### config.mk
export PLATFORM = sky130hd
export DESIGN_NAME = score_counter
export DESIGN_NICKNAME = d
export VERILOG_FILES = /design/src/game_pkg.sv /design/src/score_counter.sv
export SDC_FILE = /design/constraint.sdc
export NUM_CORES = 1
export LEC_CHECK = 0
export BUFFER_PORTS_ARGS = -buffer_cell sky130_fd_sc_hd__buf_2
export CORE_AREA = 2 2 185 96
export DETAILED_ROUTE_END_ITERATION = 6
export DIE_AREA = 0 0 187 98
export MAX_ROUTING_LAYER = met4
export PLACE_DENSITY = 0.65
export SETUP_SLACK_MARGIN = 0.15
export SYNTH_ARGS = -nofsm -noshare
export SYNTH_HDL_FRONTEND = slang
export SYNTH_SLANG_ARGS = --single-unit
### constraint.sdc
create_clock -name CLOCK_50 -period 3.4 [get_ports CLOCK_50]
set_input_delay 0.68 -clock CLOCK_50 [delete_from_list [all_inputs] [get_ports CLOCK_50]]
set_output_delay 0.68 -clock CLOCK_50 [all_outputs]
set_load 0.02 [all_outputs]
### src/game_pkg.sv
`default_nettype none

package game_pkg;

  // Board size in cells
  localparam int board_w_c = 160;
  localparam int board_h_c = 120;

  typedef logic [7:0] coord_x_t;
  typedef logic [6:0] coord_y_t;
  typedef logic [2:0] colour_t;   // One bit each of blue, green, red
  typedef logic [1:0] player_id_t;
  typedef logic [14:0] score_t;   // Enough for all 19200 cells

  typedef enum logic [1:0] {
    dir_up,
    dir_down,
    dir_left,
    dir_right
  } dir_t;

  localparam colour_t colour_black_c = 3'b000;  // Cleared cell

  // Blue, green, red, yellow
  localparam colour_t player_colour_c [0:3] = '{3'b001, 3'b010, 3'b100, 3'b110};

  // One player near each corner
  localparam coord_x_t start_x_c [0:3] = '{8'd8, 8'd151, 8'd8, 8'd151};
  localparam coord_y_t start_y_c [0:3] = '{7'd8, 7'd8, 7'd111, 7'd111};

endpackage

`default_nettype wire

### src/score_counter.sv
`timescale 1ns/1ns
`default_nettype none

module score_counter import game_pkg::*; (
  input  logic        CLOCK_50,
  input  logic        reset,
  input  logic        tally_start,
  input  colour_t     rdata,
  output logic [14:0] rd_addr,
  output logic        tally_active,
  output logic        tally_done,
  output logic        result_valid,
  output score_t      score_p0,
  output score_t      score_p1,
  output score_t      score_p2,
  output score_t      score_p3,
  output player_id_t  rank_first,
  output player_id_t  rank_second,
  output player_id_t  rank_third,
  output player_id_t  rank_fourth
);

  typedef enum logic [2:0] {sc_idle, sc_addr, sc_count, sc_rank, sc_done} sc_state_t;

  sc_state_t  state;
  coord_x_t   scan_x;
  coord_y_t   scan_y;
  logic       row_end;
  score_t     cnt [0:3];
  logic [1:0] place [0:3];  // Finishing position of each player
  player_id_t rank_q [0:3];

  assign row_end      = (scan_x == coord_x_t'(board_w_c - 1));
  assign rd_addr      = {scan_x, scan_y};
  assign tally_active = (state == sc_addr) || (state == sc_count);
  assign tally_done   = (state == sc_done);

  always_ff @(posedge CLOCK_50)
  begin
    if (reset)
    begin
      state        <= sc_idle;
      result_valid <= 1'b0;
      scan_x       <= '0;
      scan_y       <= '0;
      cnt          <= '{default: '0};
    end
    else
    begin
      case (state)
        sc_idle:
          if (tally_start)
          begin
            state  <= sc_addr;
            scan_x <= '0;
            scan_y <= '0;
            cnt    <= '{default: '0};
          end
        sc_addr: state <= sc_count;  // RAM data comes back next cycle
        sc_count:
        begin
          for (int p = 0; p < 4; p++)
            if (rdata == player_colour_c[p])
              cnt[p] <= cnt[p] + 1'b1;
          if (row_end && scan_y == coord_y_t'(board_h_c - 1))
            state <= sc_rank;
          else
          begin
            scan_x <= row_end ? '0 : scan_x + 1'b1;
            scan_y <= row_end ? scan_y + 1'b1 : scan_y;
            state  <= sc_addr;
          end
        end
        sc_rank:
        begin
          result_valid <= 1'b1;  // Held until reset
          state        <= sc_done;
        end
        default: state <= sc_done;
      endcase
    end
  end

  // Pairwise compare, ties go to the lower index
  always_comb
  begin
    for (int i = 0; i < 4; i++)
    begin
      place[i] = 2'd0;
      for (int j = 0; j < 4; j++)
        if (j != i && (cnt[j] > cnt[i] || (cnt[j] == cnt[i] && j < i)))
          place[i] = place[i] + 1'b1;
    end
  end

  always_ff @(posedge CLOCK_50)
  begin
    if (state == sc_rank)
      for (int i = 0; i < 4; i++)
        rank_q[place[i]] <= player_id_t'(i);
  end

  assign {score_p0, score_p1, score_p2, score_p3} = {cnt[0], cnt[1], cnt[2], cnt[3]};
  assign rank_first  = rank_q[0];
  assign rank_second = rank_q[1];
  assign rank_third  = rank_q[2];
  assign rank_fourth = rank_q[3];

endmodule

`default_nettype wire

==> flow_summary.json, run 1 <==
{
  "crit_path_max_fanout": 6,
  "crit_start": "score_p1[7]",
  "place_area_um2": 7410,
  "cts_root_buffer": "clkbuf_16",
  "min_path_cells": 2,
  "hold_violations": 0,
  "cp.arrival_ps": 3290,
  "htreeDepth": 3,
  "syn_area_um2": 6560,
  "ys_seq_elements": 87,
  "synthesis.yosys.warnings": 0,
  "maxSlewViolCount": 0,
  "first_global_vias": 5562,
  "first_pass_iters": 5,
  "reg2reg_from": "score_p1[7]",
  "grt_max_degree": 33,
  "dpl.hpwl_mm": 15.5,
  "synth_ff_type": "dfxtp_1",
  "gp_congestion": 0.927,
  "drt-initial-drc-count": 593,
  "nets": 1025,
  "antenna_found_initial": 0,
  "cts_tree": "done",
  "rsz0062_at_grt": "no",
  "min_period_ps": 3080,
  "layout_commonest_cell": "ha_1",
  "status": "completed",
  "r2r-end": "rank_q[2][0]",
  "ios": 92,
  "die_h_um": 98,
  "cts_buffer_depth": 2,
  "highest_layer": "met4",
  "met2_length_mm": 6.96,
  "fin_crit_sh": 0.907,
  "tns_ps": 0,
  "diodes": 0,
  "setup_violations": 0,
  "clock-sinks": 87,
  "antenna_left": 0,
  "synth_edf_count": 0,
  "postSynthNetCount": 914,
  "p_leak_nw": 3.53,
  "cts_buffers": 9,
  "worstPathRequired_ps": 3610,
  "num_rows": 34,
  "design.core.area_um2": 16900,
  "worst_pin_slew_ps": 774,
  "instances_no_fill": 1153,
  "wl_met1_mm": 10.7,
  "drive_above_1_share": 0.202,
  "drc_errors": 0,
  "ir_drop_uv": 251,
  "grt_use_total": 0.220,
  "clk_latency_ps": 350,
  "async_flop_share": 0,
  "overflow": 0,
  "wl_met3_mm": 1.62,
  "wl_per_cell_um": 16.9,
  "cts.clk_slew.worst_paths_ps": 70,
  "startpoint_type": "flip-flop",
  "worst_slack_ps": 317,
  "p_per_area_nw_per_um2": 300,
  "die_w_um": 187,
  "netlist_instances": 804,
  "grt_pass1_wl_mm": 30.9,
  "pre_cts_ws_ps": 211,
  "slew_headroom": 0.482,
  "routed_via_density": 5.36,
  "maxCapViolCount": 0,
  "syn_area_per_cell_um2": 8.15,
  "wirelength_mm": 19.4,
  "dieArea_um2": 18300,
  "max_freq_mhz": 324,
  "fin_worst_skew_ps": 14.9,
  "portBuffers": 91,
  "critical_path_class": "reg2reg",
  "area_delta_synth_final_pct": 19.7,
  "floorplan.initialDensity": 0.388,
  "final_cell_mix": "102 x ha_1, 98 x nor2_1, 91 x buf_2",
  "r2r_setup_slack_ps": 320,
  "routed-via-count": 6184,
  "synth.yosys.seq_area_share": 0.266,
  "final_cell_area_um2": 7850,
  "crit_end": "rank_q[2][0]",
  "dpl.cell_count": 1137,
  "worstRegToRegCells": 12,
  "hold_path_class": "reg2reg",
  "hold_ws_ps": 489,
  "endpoint_kind": "flip-flop",
  "ys_types": 68
}
-- cells by family after synthesis --
family / count (synthesis) / synth area share
AO/OA/AOI/OAI: 145 / 0.137
XOR/XNOR: 58 / 0.0775
adder cells (fa/ha/maj): 104 / 0.198
buffers and inverters: 88 / 0.0538
flip-flops: 87 / 0.266
multiplexers: 3 / 0.00458
AND/OR/NAND/NOR: 319 / 0.263
-- synth_stat cells (5+ instances only) --
cell | count | share of area
o21ai_0 | 29 | 0.022
clkbuf_1 | 12 | 0.0069
nand3b_1 | 6 | 0.0069
a31oi_1 | 7 | 0.0067
nor2_1 | 98 | 0.056
nand2_1 | 64 | 0.037
and3_1 | 8 | 0.0076
or3_1 | 10 | 0.0095
nor3_2 | 5 | 0.0076
nand3_1 | 34 | 0.026
inv_1 | 72 | 0.041
xnor2_1 | 48 | 0.064
o21a_1 | 6 | 0.0069
a21oi_1 | 60 | 0.046
a32o_1 | 5 | 0.0076
ha_1 | 104 | 0.20
nand4_1 | 25 | 0.024
dfxtp_1 | 87 | 0.27
nor3_1 | 23 | 0.018
o31ai_1 | 5 | 0.0057
a211oi_1 | 7 | 0.0080
xor2_1 | 10 | 0.013
-- power by group --
group / internal, mW / switching, mW / total [mW]
registers: 1.03 / 0.0135 / 1.04
clock network: 0.736 / 0.445 / 1.18
logic: 0.0421 / 0.0894 / 0.132
-- how the worst min path moves through the flow --
stage | startpoint | to | slack [ps]
after floorplan | result_valid | result_valid | 560
after global placement | result_valid | result_valid | 470
after detailed placement | result_valid | result_valid | 480
after CTS | result_valid | result_valid | 490
after global routing | rank_q[1][1] | rank_q[1][1] | 520
final | result_valid | result_valid | 490
-- metal layers --
layer,up-vias,GRT usage
met1,2864,0.354
li1,3067,-
met3,13,0.0482
met2,240,0.271
met5,-,-
met4,0,0.0287
-- final cells by class --
| cell class | instances | area (um2) |
|---|---|---|
| Multi-Input combinational cell | 629 | 4530 |
| Clock buffer | 10 | 239 |
| Sequential cell | 87 | 1750 |
| Clock inverter | 5 | 106 |
| Fill cell | 1640 | 9040 |
| Timing Repair Buffer | 116 | 656 |
| Tap cell | 234 | 293 |
| Inverter | 72 | 270 |
-- worst max-delay path, cell delays in order, from the launching register on --
cell      delay (ps)
dfxtp_1          420
buf_4            180
inv_1             90
ha_1             280
nand2_1           60
nor3_2           240
o31ai_2          100
o211ai_1         190
inv_1            110
ha_2             350
or4_1            590
a21oi_1          200
o311ai_0         130
-- registers in the layout, indices dropped and copies added, names as in the netlist --
register,count
scan_x,8
result_valid,1
score_p0,15
rank_q,8
score_p1,15
score_p2,15
state,3
scan_y,7
score_p3,15
-- what timing repair did --
item | CTS | global route
hold buffers | 0 | 0
gates resized for setup | 0 | 25
setup endpoints to repair | 0 | 8
setup buffers | 0 | 1
-- per-stage QoR --
step,utilization,power [mW]
after global routing,0.465,2.43
final,0.465,2.35
after detailed placement,0.439,1.20
after CTS,0.459,2.38
after global placement,0.439,1.19
after floorplan,-,1.16
Power figures use the tool's default switching activity.
==> run 2: changes to the inputs <==
--- a/config.mk
+++ b/config.mk
@@ -10,8 +10,9 @@
 export DETAILED_ROUTE_END_ITERATION = 6
 export DIE_AREA = 0 0 187 98
 export MAX_ROUTING_LAYER = met4
-export PLACE_DENSITY = 0.65
+export PLACE_DENSITY = 0.7
 export SETUP_SLACK_MARGIN = 0.15
 export SYNTH_ARGS = -nofsm -noshare
 export SYNTH_HDL_FRONTEND = slang
 export SYNTH_SLANG_ARGS = --single-unit
+export TNS_END_PERCENT = 30
==> flow_summary.json, run 2 (synthesized netlist as in run 1, its figures left out) <==
{
  "status": "completed",
  "pre_cts_ws_ps": 20.8,
  "antenna_left": 0,
  "cts_tree": "done",
  "die_w_um": 187,
  "cts_buffers": 9,
  "ir_drop_uv": 217,
  "portBuffers": 91,
  "layout_commonest_cell": "ha_1",
  "routed_via_density": 5.44,
  "clock-sinks": 87,
  "regArea_um2": 1760,
  "maxSlewViolCount": 0,
  "nets": 1023,
  "clk_latency_ps": 360,
  "tns_ps": 0,
  "grt_pass1_wl_mm": 31.9,
  "critical_path_class": "reg2reg",
  "hold_path_class": "reg2reg",
  "crit_path_top_delay_cell": "dfxtp_1",
  "cts_root_buffer": "clkbuf_16",
  "routed-via-count": 6271,
  "reg2reg_from": "score_p1[6]",
  "antenna_found_initial": 0,
  "r2r_setup_slack_ps": 330,
  "rsz0062_at_grt": "no",
  "crit_start": "score_p1[6]",
  "grt_use_total": 0.228,
  "instances_no_fill": 1152,
  "hold_violations": 0,
  "worstPathCellList": "inv_1, ha_1, nand4_1, a21oi_1, o31ai_1, o211ai_1, inv_1, nand2_1, ha_1, nand3_1, o2bb2ai_1, nand2_1, a32o_1",
  "htreeDepth": 3,
  "p_per_area_nw_per_um2": 312,
  "ios": 92,
  "startpoint_type": "flip-flop",
  "r2r-end": "rank_q[0][1]",
  "setup_violations": 0,
  "fillers": 1652,
  "drc_errors": 0,
  "slew_headroom": 0.435,
  "worstPathRequired_ps": 3650,
  "max_freq_mhz": 325,
  "fin_crit_sh": 0.904,
  "worstRegToRegCells": 13,
  "crit_path_max_fanout": 6,
  "num_rows": 34,
  "area_delta_synth_final_pct": 19.5,
  "worst_slack_ps": 326,
  "cp_slowest_stage_delay_ps": 520,
  "endpoint_kind": "flip-flop",
  "grt_max_degree": 34,
  "multiInputGateArea_um2": 4520,
  "final_cell_mix": "104 x ha_1, 98 x nor2_1, 91 x buf_2",
  "first_pass_iters": 5,
  "first_global_vias": 5854,
  "worst_pin_slew_ps": 844,
  "drt-initial-drc-count": 653,
  "cp.arrival_ps": 3320,
  "hold_buffers": 0,
  "overflow": 0,
  "drive_above_1_share": 0.204,
  "dpl.cell_count": 1133,
  "dieArea_um2": 18300,
  "gp_congestion": 0.935,
  "diodes": 0,
  "wirelength_mm": 19.8,
  "fin_worst_skew_ps": 14.1,
  "p_total_mw": 2.44,
  "design.core.area_um2": 16900,
  "cts.clk_slew.worst_paths_ps": 80,
  "p_leak_nw": 3.52,
  "wl_per_cell_um": 17.2,
  "floorplan.initialDensity": 0.388,
  "die_h_um": 98,
  "hold_ws_ps": 496,
  "maxCapViolCount": 0,
  "min_period_ps": 3070,
  "min_path_cells": 2,
  "dpl.hpwl_mm": 15.7,
  "crit_end": "rank_q[0][1]",
  "cts_buffer_depth": 2
}
-- run 2: power by group --
group          switching [mW]  leakage [nW]  total (mW)  internal (mW)
logic                  0.0889          2.64       0.130         0.0408
registers              0.0139         0.709        1.04           1.03
clock network           0.473         0.172        1.27          0.796
total                   0.575          3.52        2.44           1.87
-- run 2: timing repair --
item                                    4_1_cts  5_1_grt
pin swaps                                     0        5
endpoints found under the setup margin        5        8
buffers inserted                              1        2
resized for setup                             4       26
endpoints found under the hold margin         0        0
-- run 2: metrics by stage --
| step | area (um2) | util |
|---|---|---|
| floorplan | 6560 | - |
| global placement | 7370 | 0.437 |
| detailed placement | 7370 | 0.437 |
| CTS | 7760 | 0.459 |
| global route | 7840 | 0.464 |
| finish | 7840 | 0.464 |
-- run 2: per-layer routing --
| layer | global-route usage | part of all wire | vias to the layer above |
|---|---|---|---|
| met2 | 0.289 | 0.36 | 214 |
| li1 | - | - | 3074 |
| met1 | 0.354 | 0.54 | 2965 |
| met3 | 0.0521 | 0.081 | 18 |
| met5 | - | 0 | - |
| met4 | 0.0495 | 0.011 | 0 |
-- run 2: layout make-up --
type,count,area share
sequential,87,0.225
clock buffer,9,0.0287
clock inverter,7,0.0184
inverter,72,0.0345
multi-input combinational,629,0.576
tap,234,0.0374
timing repair buffer,114,0.0802
-- run 2: worst min path at each step --
stage | start | endpoint | slack [ps]
global route | score_p3[13] | score_p3[13] | 530
detailed placement | result_valid | result_valid | 490
floorplan | result_valid | result_valid | 560
finish | result_valid | result_valid | 500
CTS | score_p3[10] | score_p3[10] | 500
global placement | result_valid | result_valid | 470
-- run 2: critical path: cells and delay by family (launching register included) --
family / cells / cell delay [ps]
compound gates: 5 / 1110
fa+ha+maj: 2 / 680
buf+inv: 2 / 260
flops: 1 / 520
simple gates: 4 / 390
==> run 3: changes to the inputs <==
--- a/config.mk
+++ b/config.mk
@@ -10,7 +10,7 @@
 export DETAILED_ROUTE_END_ITERATION = 6
 export DIE_AREA = 0 0 187 98
 export MAX_ROUTING_LAYER = met4
-export PLACE_DENSITY = 0.7
+export PLACE_DENSITY_LB_ADDON = 0.3
 export SETUP_SLACK_MARGIN = 0.15
 export SYNTH_ARGS = -nofsm -noshare
 export SYNTH_HDL_FRONTEND = slang
==> flow_summary.json, run 3 (synthesized netlist as in run 1, its figures left out) <==
{
  "status": "completed",
  "area_delta_synth_final_pct": 20.4,
  "ir_drop_uv": 306,
  "drt-initial-drc-count": 509,
  "crit_family": "simple AND/OR/NAND/NOR gates",
  "slew_headroom": 0.421,
  "first_global_vias": 5487,
  "fin_crit_sh": 0.910,
  "holdPathEnd": "rank_q[0][1]",
  "hold_violations": 0,
  "floorplan.initialDensity": 0.388,
  "cts_buffer_depth": 2,
  "endpoint_kind": "flip-flop",
  "combPwrFrac": 0.057,
  "setup_violations": 0,
  "p_leak_nw": 3.55,
  "grt_pass1_wl_mm": 30.9,
  "p_per_area_nw_per_um2": 293,
  "p_seq_frac": 0.451,
  "first_pass_iters": 5,
  "grt_use_total": 0.224,
  "gp_congestion": 0.855,
  "tns_ps": 0,
  "antenna_left": 0,
  "wirelength_mm": 19.4,
  "hold_path_class": "reg2reg",
  "cp.arrival_ps": 3310,
  "worst-path-buf-inv": 3,
  "htreeDepth": 3,
  "worstRegToRegCells": 12,
  "layout_commonest_cell": "ha_1",
  "fin_worst_skew_ps": 11.5,
  "holdCritStartpoint": "rank_q[0][1]",
  "crit_path_max_fanout": 6,
  "drive_above_1_share": 0.210,
  "cts_root_buffer": "clkbuf_16",
  "r2r-end": "rank_q[2][0]",
  "cp.depth": 12,
  "final_cell_mix": "103 x ha_1, 98 x nor2_1, 91 x buf_2",
  "wl_per_cell_um": 16.7,
  "fillers": 1723,
  "dpl.hpwl_mm": 15.6,
  "routed-via-count": 6147,
  "antenna_found_initial": 0,
  "num_rows": 34,
  "rsz0062_at_grt": "yes",
  "worst_pin_slew_ps": 865,
  "portBuffers": 91,
  "overflow": 0,
  "maxSlewViolCount": 0,
  "worstPathCellList": "buf_4, inv_1, ha_1, nand4_1, nor3_2, o31ai_2, o211ai_1, inv_1, ha_1, or4_1, a21oi_1, o311ai_0",
  "min_path_cells": 1,
  "instances_no_fill": 1161,
  "p_total_mw": 2.31,
  "netSwitchingFraction": 0.248,
  "pwr-share-clk": 0.492,
  "design.core.area_um2": 16900,
  "max_freq_mhz": 323,
  "clock-sinks": 87,
  "drc_errors": 0,
  "crit_path_top_delay_cell": "or4_1",
  "ios": 92,
  "clk_latency_ps": 360,
  "startpoint_type": "flip-flop",
  "routed_via_density": 5.29,
  "cts.clk_slew.worst_paths_ps": 70,
  "cts_tree": "done",
  "switching_power_mw": 0.574,
  "r2r_setup_slack_ps": 300,
  "reg2reg_from": "score_p1[13]",
  "min_period_ps": 3100,
  "place_area_um2": 7430,
  "final_cell_area_um2": 7900,
  "die_w_um": 187,
  "nets": 1032,
  "grt_max_degree": 30,
  "dpl.cell_count": 1141,
  "die_h_um": 98,
  "cp_slowest_stage_delay_ps": 590,
  "diodes": 0,
  "cts_buffers": 9,
  "worstPathRequired_ps": 3620,
  "critical_path_class": "reg2reg",
  "maxCapViolCount": 0,
  "dieArea_um2": 18300,
  "p_int_mw": 1.74
}
## run 3: changes by cell type in the layout (fill, tap and decap cells not counted), sizes merged
| cell | delta |
|---|---|
| clkbuf | +1 |
| bufinv | -2 |
| buf | +9 |
| clkinv | +1 |
## run 3: how the worst max path moves through the flow
stage,start,endpoint,slack [ps]
after global routing,score_p1[5],rank_q[2][0],140
after detailed placement,score_p2[7],rank_q[2][0],130
after CTS,score_p1[2],rank_q[0][1],150
final,score_p1[13],rank_q[2][0],300
after global placement,score_p1[12],rank_q[3][1],210
after floorplan,score_p2[2],rank_q[0][1],370
## run 3: power groups by stage
stage	clock (mW)	sequential (mW)	combinational, mW
2_1_floorplan	0	1.07	0.0859
3_3_place_gp	0	1.07	0.128
3_5_place_dp	0	1.07	0.129
4_1_cts	1.16	1.04	0.130
5_1_grt	1.21	1.04	0.145
6_report	1.14	1.04	0.132
## run 3: cell type report
type	count	area [um2]	area share
sequential	87	1760	0.222
multi-input combinational	629	4550	0.576
clock inverter	6	92.6	0.0117
clock buffer	10	239	0.0303
tap	234	293	0.0371
timing repair buffer	123	696	0.0881
inverter	72	270	0.0342
## run 3: metal layers
| layer | global-route usage | vias to the layer above | routed length [um] |
|---|---|---|---|
| li1 | - | 3089 | - |
| met1 | 0.361 | 2866 | 11100 |
| met2 | 0.274 | 182 | 6930 |
| met3 | 0.0464 | 10 | 1310 |
| met4 | 0.0342 | 0 | 114 |
| met5 | - | - | 0 |
## run 3: repair_timing
item                                    CTS  global route
setup buffers                             0             4
endpoints found under the setup margin    2             8
resized for setup                         1            29
hold endpoints to repair                  0             0
hold buffers                              0             0
pin swaps                                 0             4
## run 3: per-stage QoR
stage               hold WS, ps  utilization  worst slack, ps
floorplan                   555            -              374
global placement            464        0.440              209
detailed placement          462        0.440              133
CTS                         493        0.460              152
global route                512        0.468              142
finish                      498        0.468              305
