[config.mk]
export PLATFORM = sky130hd
export DESIGN_NAME = key_decoder
export DESIGN_NICKNAME = d
export VERILOG_FILES = /design/src/ctrl_pkg.sv /design/src/game_pkg.sv /design/src/key_decoder.sv
export SDC_FILE = /design/constraint.sdc
export NUM_CORES = 1
export LEC_CHECK = 0
export BUFFER_PORTS_ARGS = -buffer_cell sky130_fd_sc_hd__buf_2
export CORE_AREA = 10 10 47 49
export DETAILED_ROUTE_END_ITERATION = 6
export DIE_AREA = 0 0 57 59
export SYNTH_ARGS = -nofsm -noshare
export SYNTH_HDL_FRONTEND = slang
export SYNTH_SLANG_ARGS = --single-unit
[constraint.sdc]
create_clock -name CLOCK_50 -period 2.51 [get_ports CLOCK_50]
set_input_delay 0.251 -clock CLOCK_50 [delete_from_list [all_inputs] [get_ports CLOCK_50]]
set_output_delay 0.251 -clock CLOCK_50 [all_outputs]
set_load 0.005 [all_outputs]
[src/ctrl_pkg.sv]
`default_nettype none

package ctrl_pkg;

  typedef enum logic [3:0] {
    st_idle, st_clear_write, st_clear_next,
    st_draw_p0, st_draw_p1, st_draw_p2, st_draw_p3,
    st_play_wait, st_tally, st_done
  } game_state_t;

  // Player opcodes are player * 4 + direction
  typedef enum logic [4:0] {
    key_p0_up = 5'd0, key_p0_down = 5'd1, key_p0_left = 5'd2, key_p0_right = 5'd3,
    key_p1_up = 5'd4, key_p1_down = 5'd5, key_p1_left = 5'd6, key_p1_right = 5'd7,
    key_p2_up = 5'd8, key_p2_down = 5'd9, key_p2_left = 5'd10, key_p2_right = 5'd11,
    key_p3_up = 5'd12, key_p3_down = 5'd13, key_p3_left = 5'd14, key_p3_right = 5'd15,
    key_start = 5'd16
  } key_op_t;

endpackage

`default_nettype wire

[src/game_pkg.sv]
`default_nettype none

package game_pkg;

  // Board size in cells
  localparam int board_w_c = 160;
  localparam int board_h_c = 120;

  typedef logic [7:0] coord_x_t;
  typedef logic [6:0] coord_y_t;
  typedef logic [2:0] colour_t;   // One bit each of blue, green, red
  typedef logic [1:0] player_id_t;
  typedef logic [14:0] score_t;   // Enough for all 19200 cells

  typedef enum logic [1:0] {
    dir_up,
    dir_down,
    dir_left,
    dir_right
  } dir_t;

  localparam colour_t colour_black_c = 3'b000;  // Cleared cell

  // Blue, green, red, yellow
  localparam colour_t player_colour_c [0:3] = '{3'b001, 3'b010, 3'b100, 3'b110};

  // One player near each corner
  localparam coord_x_t start_x_c [0:3] = '{8'd8, 8'd151, 8'd8, 8'd151};
  localparam coord_y_t start_y_c [0:3] = '{7'd8, 7'd8, 7'd111, 7'd111};

endpackage

`default_nettype wire

[src/key_decoder.sv]
`timescale 1ns/1ns
`default_nettype none

module key_decoder import ctrl_pkg::*, game_pkg::*; (
  input  logic    CLOCK_50,
  input  logic    reset,
  input  logic    key_valid,
  input  key_op_t key_op,
  output logic    key_ready,
  input  logic    in_idle,
  output dir_t    dir_p0,
  output dir_t    dir_p1,
  output dir_t    dir_p2,
  output dir_t    dir_p3,
  output logic    start_pulse
);

  always_ff @(posedge CLOCK_50)
  begin
    if (reset)
    begin
      key_ready   <= 1'b0;
      start_pulse <= 1'b0;
      dir_p0      <= dir_right;
      dir_p1      <= dir_right;
      dir_p2      <= dir_right;
      dir_p3      <= dir_right;
    end
    else
    begin
      key_ready   <= 1'b1;  // Never refuses an opcode
      start_pulse <= 1'b0;
      if (key_valid && key_ready)
      begin
        if (key_op == key_start)
          start_pulse <= in_idle;  // Start only counts from idle
        else if (!key_op[4])
        begin
          case (key_op[3:2])  // Player index field
            2'd0: dir_p0 <= dir_t'(key_op[1:0]);
            2'd1: dir_p1 <= dir_t'(key_op[1:0]);
            2'd2: dir_p2 <= dir_t'(key_op[1:0]);
            default: dir_p3 <= dir_t'(key_op[1:0]);
          endcase
        end
      end
    end
  end

endmodule

`default_nettype wire

==> results of run 1 <==
-- synthesized netlist by cell type (all sizes together) --
library cell	n	area, µm²
dfxtp	10	200.2
nor2	10	37.54
mux2i	8	80.08
nand3b	2	27.53
nor3	2	20.02
nor3b	2	31.28
buf	1	5.000
inv	1	3.750
nand2	1	3.750
nand4	1	6.260
nor2b	1	6.260
nor4b	1	15.01
-- worst max-delay path, cell delays in order (launching register included) --
cell and delay, ns:
dfxtp_1 0.40, nand3b_4 0.12, nor3b_2 0.26, mux2i_1 0.21
-- per-layer routing --
metal  vias up  GRT usage  wire (µm)
met3         2    0.05794        100
met2        11    0.09612        481
met5         -          0          0
met1       164    0.05276        359
li1        178          -          -
met4         0    0.02013         11
-- cells by family (layout without fill, tap and decap cells) --
kind of cell | Yosys count | in the layout | share of synthesized area
buf+inv | 2 | 23 | 0.02004
flops | 10 | 10 | 0.4584
mux | 8 | 8 | 0.1834
simple gates | 20 | 20 | 0.3381
-- power by group through the flow --
stage          Combinational [µW]  Clock (µW)  Sequential (µW)
2_1_floorplan                13.3           0              167
3_3_place_gp                 28.9           0              167
3_5_place_dp                 28.9           0              167
4_1_cts                      29.1         149              163
5_1_grt                      31.2         160              163
6_report                     28.5         142              163
-- flip-flops by register name, summed over array words and instances (netlist names) --
signal,cells
dir_p2,2
dir_p3,2
key_ready,1
dir_p0,2
dir_p1,2
start_pulse,1
-- worst min path at each step --
stage	startpoint	endpoint	slack, ns	depth (start not counted)
final	key_op[0]	start_pulse$_SDFF_PP0_	0.16	2
after global routing	key_op[0]	start_pulse$_SDFF_PP0_	0.15	2
after CTS	key_op[0]	start_pulse$_SDFF_PP0_	0.15	2
after detailed placement	key_op[0]	start_pulse$_SDFF_PP0_	0.44	2
after global placement	key_op[0]	start_pulse$_SDFF_PP0_	0.44	2
after floorplan	key_op[0]	start_pulse$_SDFF_PP0_	0.32	1
-- cell usage in the layout (no fill, tap or decap), drive strengths merged --
| master | n |
|---|---|
| buf | 18 |
| nor2 | 10 |
| dfxtp | 10 |
| mux2i | 8 |
| clkbuf | 4 |
| nor3 | 2 |
| nand3b | 2 |
| nor3b | 2 |
| inv | 1 |
| nor2b | 1 |
| nand4 | 1 |
| nor4b | 1 |
| nand2 | 1 |
-- metrics by stage --
step	hold slack, ns	power, µW	setup slack (ns)
6_report	0.1593	333.5	1.455
5_1_grt	0.1460	354.8	1.382
4_1_cts	0.1528	341.0	1.429
3_5_place_dp	0.4373	195.6	1.419
3_3_place_gp	0.4389	195.5	1.418
2_1_floorplan	0.3201	180.3	1.513
-- cell type report --
| class | count | area (µm²) | area share |
|---|---|---|---|
| Clock buffer | 4 | 36.28 | 0.06277 |
| Inverter | 1 | 3.754 | 0.006494 |
| Multi-Input combinational cell | 28 | 227.7 | 0.3939 |
| Sequential cell | 10 | 200.2 | 0.3463 |
| Tap cell | 16 | 20.02 | 0.03463 |
| Timing Repair Buffer | 18 | 90.09 | 0.1558 |
==> metrics.txt, run 1 <==
GP Congestion=0.6952; clock share of power=0.426; first-pass GRT wire length=1545 µm; Post-CTS Setup Inserts=0; initial antenna violation count=0; all-layer global routing usage=0.06028; Max IR drop VDD=386.9 µV; Routed Antenna Nets=0; CP arrival=1.25 ns; status=complete, no violations; clock-pin slew on the worst setup and hold paths=0.06 ns; minimum clock period=1.055 ns; residual DRC count=0; number of port buffers=18; Final Non-Filler Cells=77; Post-Synthesis Cells=40; final-report max-slew violation count=0; max_slew headroom=0.8046; FF+latch count, synth=10; share of cells above drive strength 1=0.4590; via count=355; row count=14; DIE AREA=3363 µm²; wire per inst=12.36 µm; placed standard-cell area=541.8 µm²; Logic pwr share=0.085; number of global-route vias before repair=365; Yosys warnings=0; Initial DRC Count=2; post-DP HPWL=744.4 µm; CTS sink count=10; MaxCap Viol Count=0; Cell Int Power=262.3 µW; leak pwr=0.0002420 µW; Hold Fails Final Rpt=0; clk buf depth=2; utilization after layout=0.4125; sequential share of power=0.489; Crit. End Element=flop; Worst R2R Start=key_ready$_DFF_P_; Initial Utilization=0.3116; die width=57 µm; post-CTS sizing=0; worst reg2reg path endpoint=dir_p2[0]$_SDFFE_PP1P_; total global routing overflow=0; synthesis-to-finish area growth=32.38%; Final TNS setup=0 ns; slew at the pin with the worst max-slew slack=0.2920 ns; Startpoint Class=flop; CORE AREA=1401 µm²; CTS tree=built; worst r2r path cells=3; pwr dens=576.9 nW/µm²; maximum clock frequency=947.8 MHz; Cell Area, Synth=436.7 µm²; FILL cells=161; Switching Fraction=0.2135; nets@finish=71; CTS Hold Bufs=0; Required @ worst endpoint=2.70 ns; last element of the critical path=dir_p2[0]$_SDFFE_PP1P_; htree depth=1; Design Area, Final=578.1 µm²; sequential area share after synthesis=0.4585; Placed Instances=73; Critical Path Start=key_ready$_DFF_P_; Synth cell types=14; Final Skew=0.002883 ns; final worst-path cycle share=0.4204; Net Sw Power=71.19 µW; clock latency on the worst-skew pair=0.26 ns; final WL=952 µm; via/cell ratio=4.610; I/O pin count=19; Syn Nets=49; unrepaired setup endpoints after global routing=false; Setup-failing EPs final=0; crit-path max FO=4; synthesized area per cell=10.92 µm²; CTS buffer count=3; HP Class=primary input to flop; largest net degree at the start of global routing=13; Setup Crit Path Kind=flop to flop; drt first pass iters=2; die height=59 µm; FF-to-FF setup slack=1.45 ns; CTS Root Cell=clkbuf_4; n_diodes=0
Power figures use the tool's default switching activity.
==> run 2: changes to the inputs <==
Clock period 2.51 ns to 0.9 ns, I/O delays scaled along.
==> run 2 against run 1 <==
The run now ends with setup timing left. Clock power grew to 2.9 times the previous value. Total power grew to 2.9 times the previous value. Combinational power grew to 3.5 times the previous value. Die area is the same. Setup slack lost 1.5 ns. Worst hold slack lost 0.075 ns. Clock skew grew 0.0026 ns. Utilization grew 3.5 points.
==> metrics.txt, run 2 (synthesis gave the netlist of run 1 again) <==
slew at the pin with the worst max-slew slack=0.3032 ns (+0.01127 ns); clock-pin slew on the worst setup and hold paths=0.07 ns (about the same); Net Sw Power=215.6 µW (+200%); CP arrival=1.16 ns (-0.09 ns); FF-to-FF setup slack=-0.06 ns (-1.52 ns); all-layer global routing usage=0.06548 (+0.005204); Crit. End Element=flop; pre-CTS setup slack=-0.06751 ns (-1.487 ns); Crit path buffers/inverters=0 (unchanged); MaxCap Viol Count=0 (unchanged); largest net degree at the start of global routing=9 (-4); Total Power=960.4 µW (+190%); CP max stage cell=dfxtp_4; Required @ worst endpoint=1.10 ns (-1.60 ns); CP max stage delay=0.36 ns (-0.04 ns); Setup Crit Path Kind=flop to flop; via count=359 (+1.1%); failing checks=setup timing; worst reg2reg path endpoint=dir_p1[1]$_SDFFE_PP1P_; CTS tree=built; clk buf depth=2 (unchanged); worst r2r path cells=3 (unchanged); critical path cell sequence=nand3b_4 > nor3b_4 > mux2i_1; wire per inst=12.77 µm (+3.2%); leak pwr=0.0002679 µW (+11%); pwr dens=1532 nW/µm² (+170%); row count=14 (unchanged); I/O pin count=19 (unchanged); CTS buffer count=3 (unchanged); Setup-failing EPs final=9 (+9); minimum clock period=0.9624 ns (-0.09270 ns); final-report max-slew violation count=0 (unchanged); Cell Int Power=744.7 µW (+180%); htree depth=1 (unchanged); utilization after layout=0.4473 (+0.03482); first-pass GRT wire length=1773 µm (+15%); drt first pass iters=4 (+2); hold endpoint=start_pulse$_SDFF_PP0_; Routed Antenna Nets=0 (unchanged); total global routing overflow=0 (unchanged); CP delay by family, top=flip-flops; maximum clock frequency=1039 MHz (+9.6%); via/cell ratio=4.432 (-3.9%); Initial DRC Count=4 (+2); nets@finish=75 (+5.6%); synthesis-to-finish area growth=43.55%; residual DRC count=0 (unchanged); status=finished, violations left; CORE AREA=1401 µm² (unchanged); Startpoint Class=flop; clock share of power=0.423 (-0.003); Initial Utilization=0.3116 (unchanged); final worst-path cycle share=1.069 (+0.6490); GP Congestion=0.6740 (-3.0%); most frequent cells in the layout=buf_2 (17), nor2_1 (10), dfxtp_1 (9); Post-CTS Setup Inserts=0 (unchanged); Final Skew=0.005447 ns (+0.002564 ns); Switching Fraction=0.2245 (+0.01101); crit-path max FO=3 (-1); Worst R2R Start=key_ready$_DFF_P_; Max IR drop VDD=779.5 µV (+100%); number of global-route vias before repair=399 (+9.3%); CTS sink count=10 (unchanged); Hold Fails Final Rpt=0 (unchanged); unrepaired setup endpoints after global routing=true; Hold Crit Depth=3 (+1); n_diodes=0 (unchanged); Logic pwr share=0.105 (+0.020); HP Class=primary input to flop; min-delay src=key_op[4]; max_slew headroom=0.7971 (-0.007543); FILL cells=146 (-9.3%); fin worst setup slack=-0.06239 ns (-1.517 ns); die height=59 µm (unchanged); clock latency on the worst-skew pair=0.26 ns (about the same); DIE AREA=3363 µm² (unchanged); commonest non-fill, non-tap cell in the layout=buf_2; final WL=1034 µm (+8.6%); die width=57 µm (unchanged); number of port buffers=18 (unchanged); CTS Root Cell=clkbuf_4; initial antenna violation count=0 (unchanged); sequential share of power=0.472 (-0.017); post-DP HPWL=815 µm (+9.5%); share of cells above drive strength 1=0.4923 (+0.03329)
## run 2: changes by cell type in the layout (fill, tap and decap cells not counted)
| cell | previous run | this run |
|---|---|---|
| buf_2 | 18 | 17 |
| nor3b_4 | 1 | 2 |
| buf_6 | 0 | 1 |
| dfxtp_4 | 0 | 1 |
| dfxtp_1 | 10 | 9 |
| buf_4 | 0 | 3 |
| dlygate4sd3_1 | 0 | 1 |
| nor3b_2 | 1 | 0 |
## run 2: power groups by stage
stage	Combinational [µW]	Clock, µW	Sequential [µW]
3_3_place_gp	95.5	0	465
5_1_grt	111	449	454
2_1_floorplan	38.9	0	466
6_report	101	406	453
4_1_cts	103	425	454
3_5_place_dp	96.1	0	465
## run 2: final cells by class
cell class	instances	area, µm²	area share
multi-input cells	28	234.0	0.3733
flip-flops and latches	10	203.9	0.3254
repair buffers	22	128.9	0.2056
clock buffers	4	36.28	0.05788
well taps	16	20.02	0.03194
inverters	1	3.754	0.005988
## run 2: metrics by stage
step | std cells | area, µm² | TNS (ns) | hold WS [ns]
3_5_place_dp | 76 | 571.8 | -0.3040 | 0.2787
2_1_floorplan | 40 | 444.2 | -0.1195 | 0.1591
5_1_grt | 81 | 626.9 | -0.9334 | 0.08819
4_1_cts | 81 | 624.3 | -0.4485 | 0.07581
3_3_place_gp | 76 | 571.8 | -0.2502 | 0.2761
6_report | 81 | 626.9 | -0.3715 | 0.08439
## run 2: layer usage
layer  up-vias  GRT usage  share of wire
met3         0    0.03004          0.078
met1       162    0.07794           0.44
met5         -          0              0
li1        187          -              -
met2        10    0.09767           0.48
met4         0    0.03020              0
## run 2: how the worst max path moves through the flow
| stage | start | end | slack (ns) | cells past startpoint |
|---|---|---|---|---|
| after global placement | key_ready$_DFF_P_ | dir_p1[1]$_SDFFE_PP1P_ | -0.05 | 3 |
| after CTS | key_ready$_DFF_P_ | dir_p1[1]$_SDFFE_PP1P_ | -0.08 | 3 |
| after global routing | key_ready$_DFF_P_ | dir_p0[0]$_SDFFE_PP1P_ | -0.14 | 3 |
| final | key_ready$_DFF_P_ | dir_p1[1]$_SDFFE_PP1P_ | -0.06 | 3 |
| after floorplan | key_ready$_DFF_P_ | dir_p1[0]$_SDFFE_PP1P_ | -0.03 | 3 |
| after detailed placement | key_ready$_DFF_P_ | dir_p1[1]$_SDFFE_PP1P_ | -0.07 | 3 |
## run 2: timing repair
action	4_1_cts	5_1_grt
hold endpoints to repair	1	0
gates resized for setup	1	1
hold buffers	1	0
pin swaps	1	0
endpoints found under the setup margin	9	9
## run 2: tightest hold or removal path: stages
cell     delay [ns]
buf_2          0.11
nand2_1        0.07
nor3_2         0.03
==> run 3: changes to the inputs <==
Settings changed: CELL_PAD_IN_SITES_DETAIL_PLACEMENT from default to 0, CELL_PAD_IN_SITES_GLOBAL_PLACEMENT from default to 1, CORE_AREA 10 10 47 49 to default, CORE_MARGIN from default to 10, CORE_UTILIZATION from default to 28, DIE_AREA 0 0 57 59 to default, PLACE_DENSITY_LB_ADDON from default to 0.1.
==> run 3 against run 2 <==
The flow still finishes with violations (setup timing). Total power grew 0.44%. Clock power grew 1%. Clock skew shrank 0.0028 ns. Register-to-register slack lost 0.03 ns. Routed wire length grew 9.5%. Critical path depth is the same. Flip-flop and latch count is the same. Worst hold slack lost 0.029 ns. Critical endpoint is now dir_p2[0]$_SDFFE_PP1P_. Largest cell class unchanged. Highest routed layer is now met4. Final cell count shrank 1.2%. Non-clock buffer count shrank 1. Global-route usage grew 0.68 points.
==> metrics.txt, run 3 (synthesis gave the netlist of run 1 again) <==
GP Congestion=0.6655 (-1.3%); synthesis-to-finish area growth=41.26%; minimum clock period=0.9931 ns (+0.03070 ns); post-DP HPWL=876 µm (+7.5%); pre-CTS setup slack=-0.09033 ns (-0.02282 ns); CP max stage delay=0.36 ns (about the same); Hold Slack=0.05578 ns (-0.02861 ns); Initial Utilization=0.2933 (-0.01833); CTS buffer count=3 (unchanged); clock-pin slew on the worst setup and hold paths=0.07 ns (about the same); number of global-route vias before repair=378 (-5.3%); wire per inst=14.15 µm (+11%); DR top layer=met4; maximum clock frequency=1007 MHz (-3.1%); Routed Antenna Nets=0 (unchanged); CTS Root Cell=clkbuf_4; n_diodes=0 (unchanged); pwr dens=1564 nW/µm² (+2.1%); residual DRC count=0 (unchanged); Placed Instances=75 (-1.3%); die width=59.49 µm (+4.4%); Register Area=201.4 µm² (-1.2%); clock share of power=0.426 (+0.003); hold endpoint=key_ready$_DFF_P_; unrepaired setup endpoints after global routing=true; total global routing overflow=0 (unchanged); Multi-input gate area=234.0 µm² (unchanged); critical path cell sequence=nand3b_4 > nor3b_4 > mux2i_1; Net Sw Power=220.5 µW (+2.3%); worst r2r path cells=3 (unchanged); Total Power=964.6 µW (+0.44%); FILL cells=162 (+11%); leak pwr=0.0002624 µW (-2.0%); worst reg2reg path endpoint=dir_p2[0]$_SDFFE_PP1P_; CORE AREA=1489 µm² (+6.3%); MaxCap Viol Count=0 (unchanged); Max IR drop VDD=935.7 µV (+20%); Hold Fails Final Rpt=0 (unchanged); Startpoint Class=flop; met3 routed WL=135 µm (+67%); final worst-path cycle share=1.103 (+0.03411); fin worst setup slack=-0.09309 ns (-0.03070 ns); most frequent cells in the layout=buf_2 (17), nor2_1 (10), dfxtp_1 (9); nets@finish=74 (-1.3%); Hold Crit Depth=2 (-1); failing checks=setup timing; CTS sink count=10 (unchanged); first-pass GRT wire length=1883 µm (+6.2%); Setup Crit Path Kind=flop to flop; CP arrival=1.19 ns (+0.03 ns); Critical Path Start=key_ready$_DFF_P_; initial antenna violation count=0 (unchanged); number of port buffers=18 (unchanged); WL met2=466 µm (-6.0%); final-report max-slew violation count=0 (unchanged); Required @ worst endpoint=1.10 ns (about the same); slew at the pin with the worst max-slew slack=0.3242 ns (+0.02099 ns); crit-path max FO=3 (unchanged); die height=59.49 µm (+0.83%); commonest non-fill, non-tap cell in the layout=buf_2; Post-CTS Setup Inserts=0 (unchanged); FF-to-FF setup slack=-0.09 ns (-0.03 ns); Logic pwr share=0.103 (-0.002); via count=377 (+5.0%); Crit. End Element=flop; min-delay src=reset; Worst R2R Start=key_ready$_DFF_P_; CTS tree=built; via/cell ratio=4.713 (+6.3%); Cell Int Power=744.1 µW (about the same); sequential share of power=0.471 (about the same); Setup-failing EPs final=9 (unchanged); DIE AREA=3539 µm² (+5.2%); Switching Fraction=0.2286 (+0.004065); clk buf depth=2 (unchanged); row count=14 (unchanged); largest net degree at the start of global routing=8 (-1); Final TNS setup=-0.5256 ns (-0.1541 ns); Final Non-Filler Cells=80 (-1.2%); HP Class=primary input to flop; htree depth=1 (unchanged); Final Skew=0.002644 ns (-0.002802 ns); drt first pass iters=2 (-2); Post-Route M1 WL=498 µm (+9.5%); share of cells above drive strength 1=0.4844 (-0.007933); final WL=1132 µm (+9.5%); all-layer global routing usage=0.07225 (+0.006772); I/O pin count=19 (unchanged); max_slew headroom=0.7831 (-0.01404); status=finished, violations left; CP max stage cell=dfxtp_2; Initial DRC Count=5 (+1); clock latency on the worst-skew pair=0.27 ns (about the same)
run 3: changes by cell type in the layout (fill, tap and decap cells not counted), sizes merged:
cell / change
buf: -1
run 3: critical path, delay by kind of cell (launching register included):
| kind | cells | cell delay, ns |
|---|---|---|
| mux | 1 | 0.21 |
| flops | 1 | 0.36 |
| simple gates | 2 | 0.37 |
run 3: what timing repair did:
| action | 4_1_cts | 5_1_grt |
|---|---|---|
| endpoints found under the setup margin | 9 | 9 |
| pin swaps | 1 | 0 |
| endpoints found under the hold margin | 1 | 0 |
| gates resized for setup | 1 | 0 |
| hold buffers | 1 | 0 |
run 3: area by class of cell:
cell class              instances  share of cell area
multi-input cells              28              0.3793
clock buffers                   4             0.05882
repair buffers                 21              0.1968
well taps                      16             0.03245
flip-flops and latches         10              0.3266
inverters                       1            0.006085
run 3: per-layer routing:
layer	track usage	vias up
li1	-	189
met1	0.08364	171
met2	0.09807	13
met3	0.04077	4
met4	0.04808	0
met5	0	-
run 3: power groups by stage:
stage / Combinational (µW) / Sequential, µW / Clock [µW]
floorplan: 38.9 / 466 / 0
global placement: 93.6 / 465 / 0
detailed placement: 92.8 / 465 / 0
CTS: 99.7 / 454 / 432
global route: 110 / 455 / 454
finish: 99.0 / 455 / 411
run 3: per-stage QoR:
step	area [µm²]	utilization
2_1_floorplan	444.2	-
3_3_place_gp	564.3	0.3790
3_5_place_dp	564.3	0.3790
4_1_cts	616.8	0.4143
5_1_grt	616.8	0.4143
6_report	616.8	0.4143
run 3: how the worst max path moves through the flow:
stage,to,cells past startpoint
floorplan,dir_p1[0]$_SDFFE_PP1P_,3
global placement,dir_p2[0]$_SDFFE_PP1P_,3
detailed placement,dir_p2[0]$_SDFFE_PP1P_,3
CTS,dir_p2[0]$_SDFFE_PP1P_,3
global route,dir_p2[1]$_SDFFE_PP1P_,3
finish,dir_p2[0]$_SDFFE_PP1P_,3
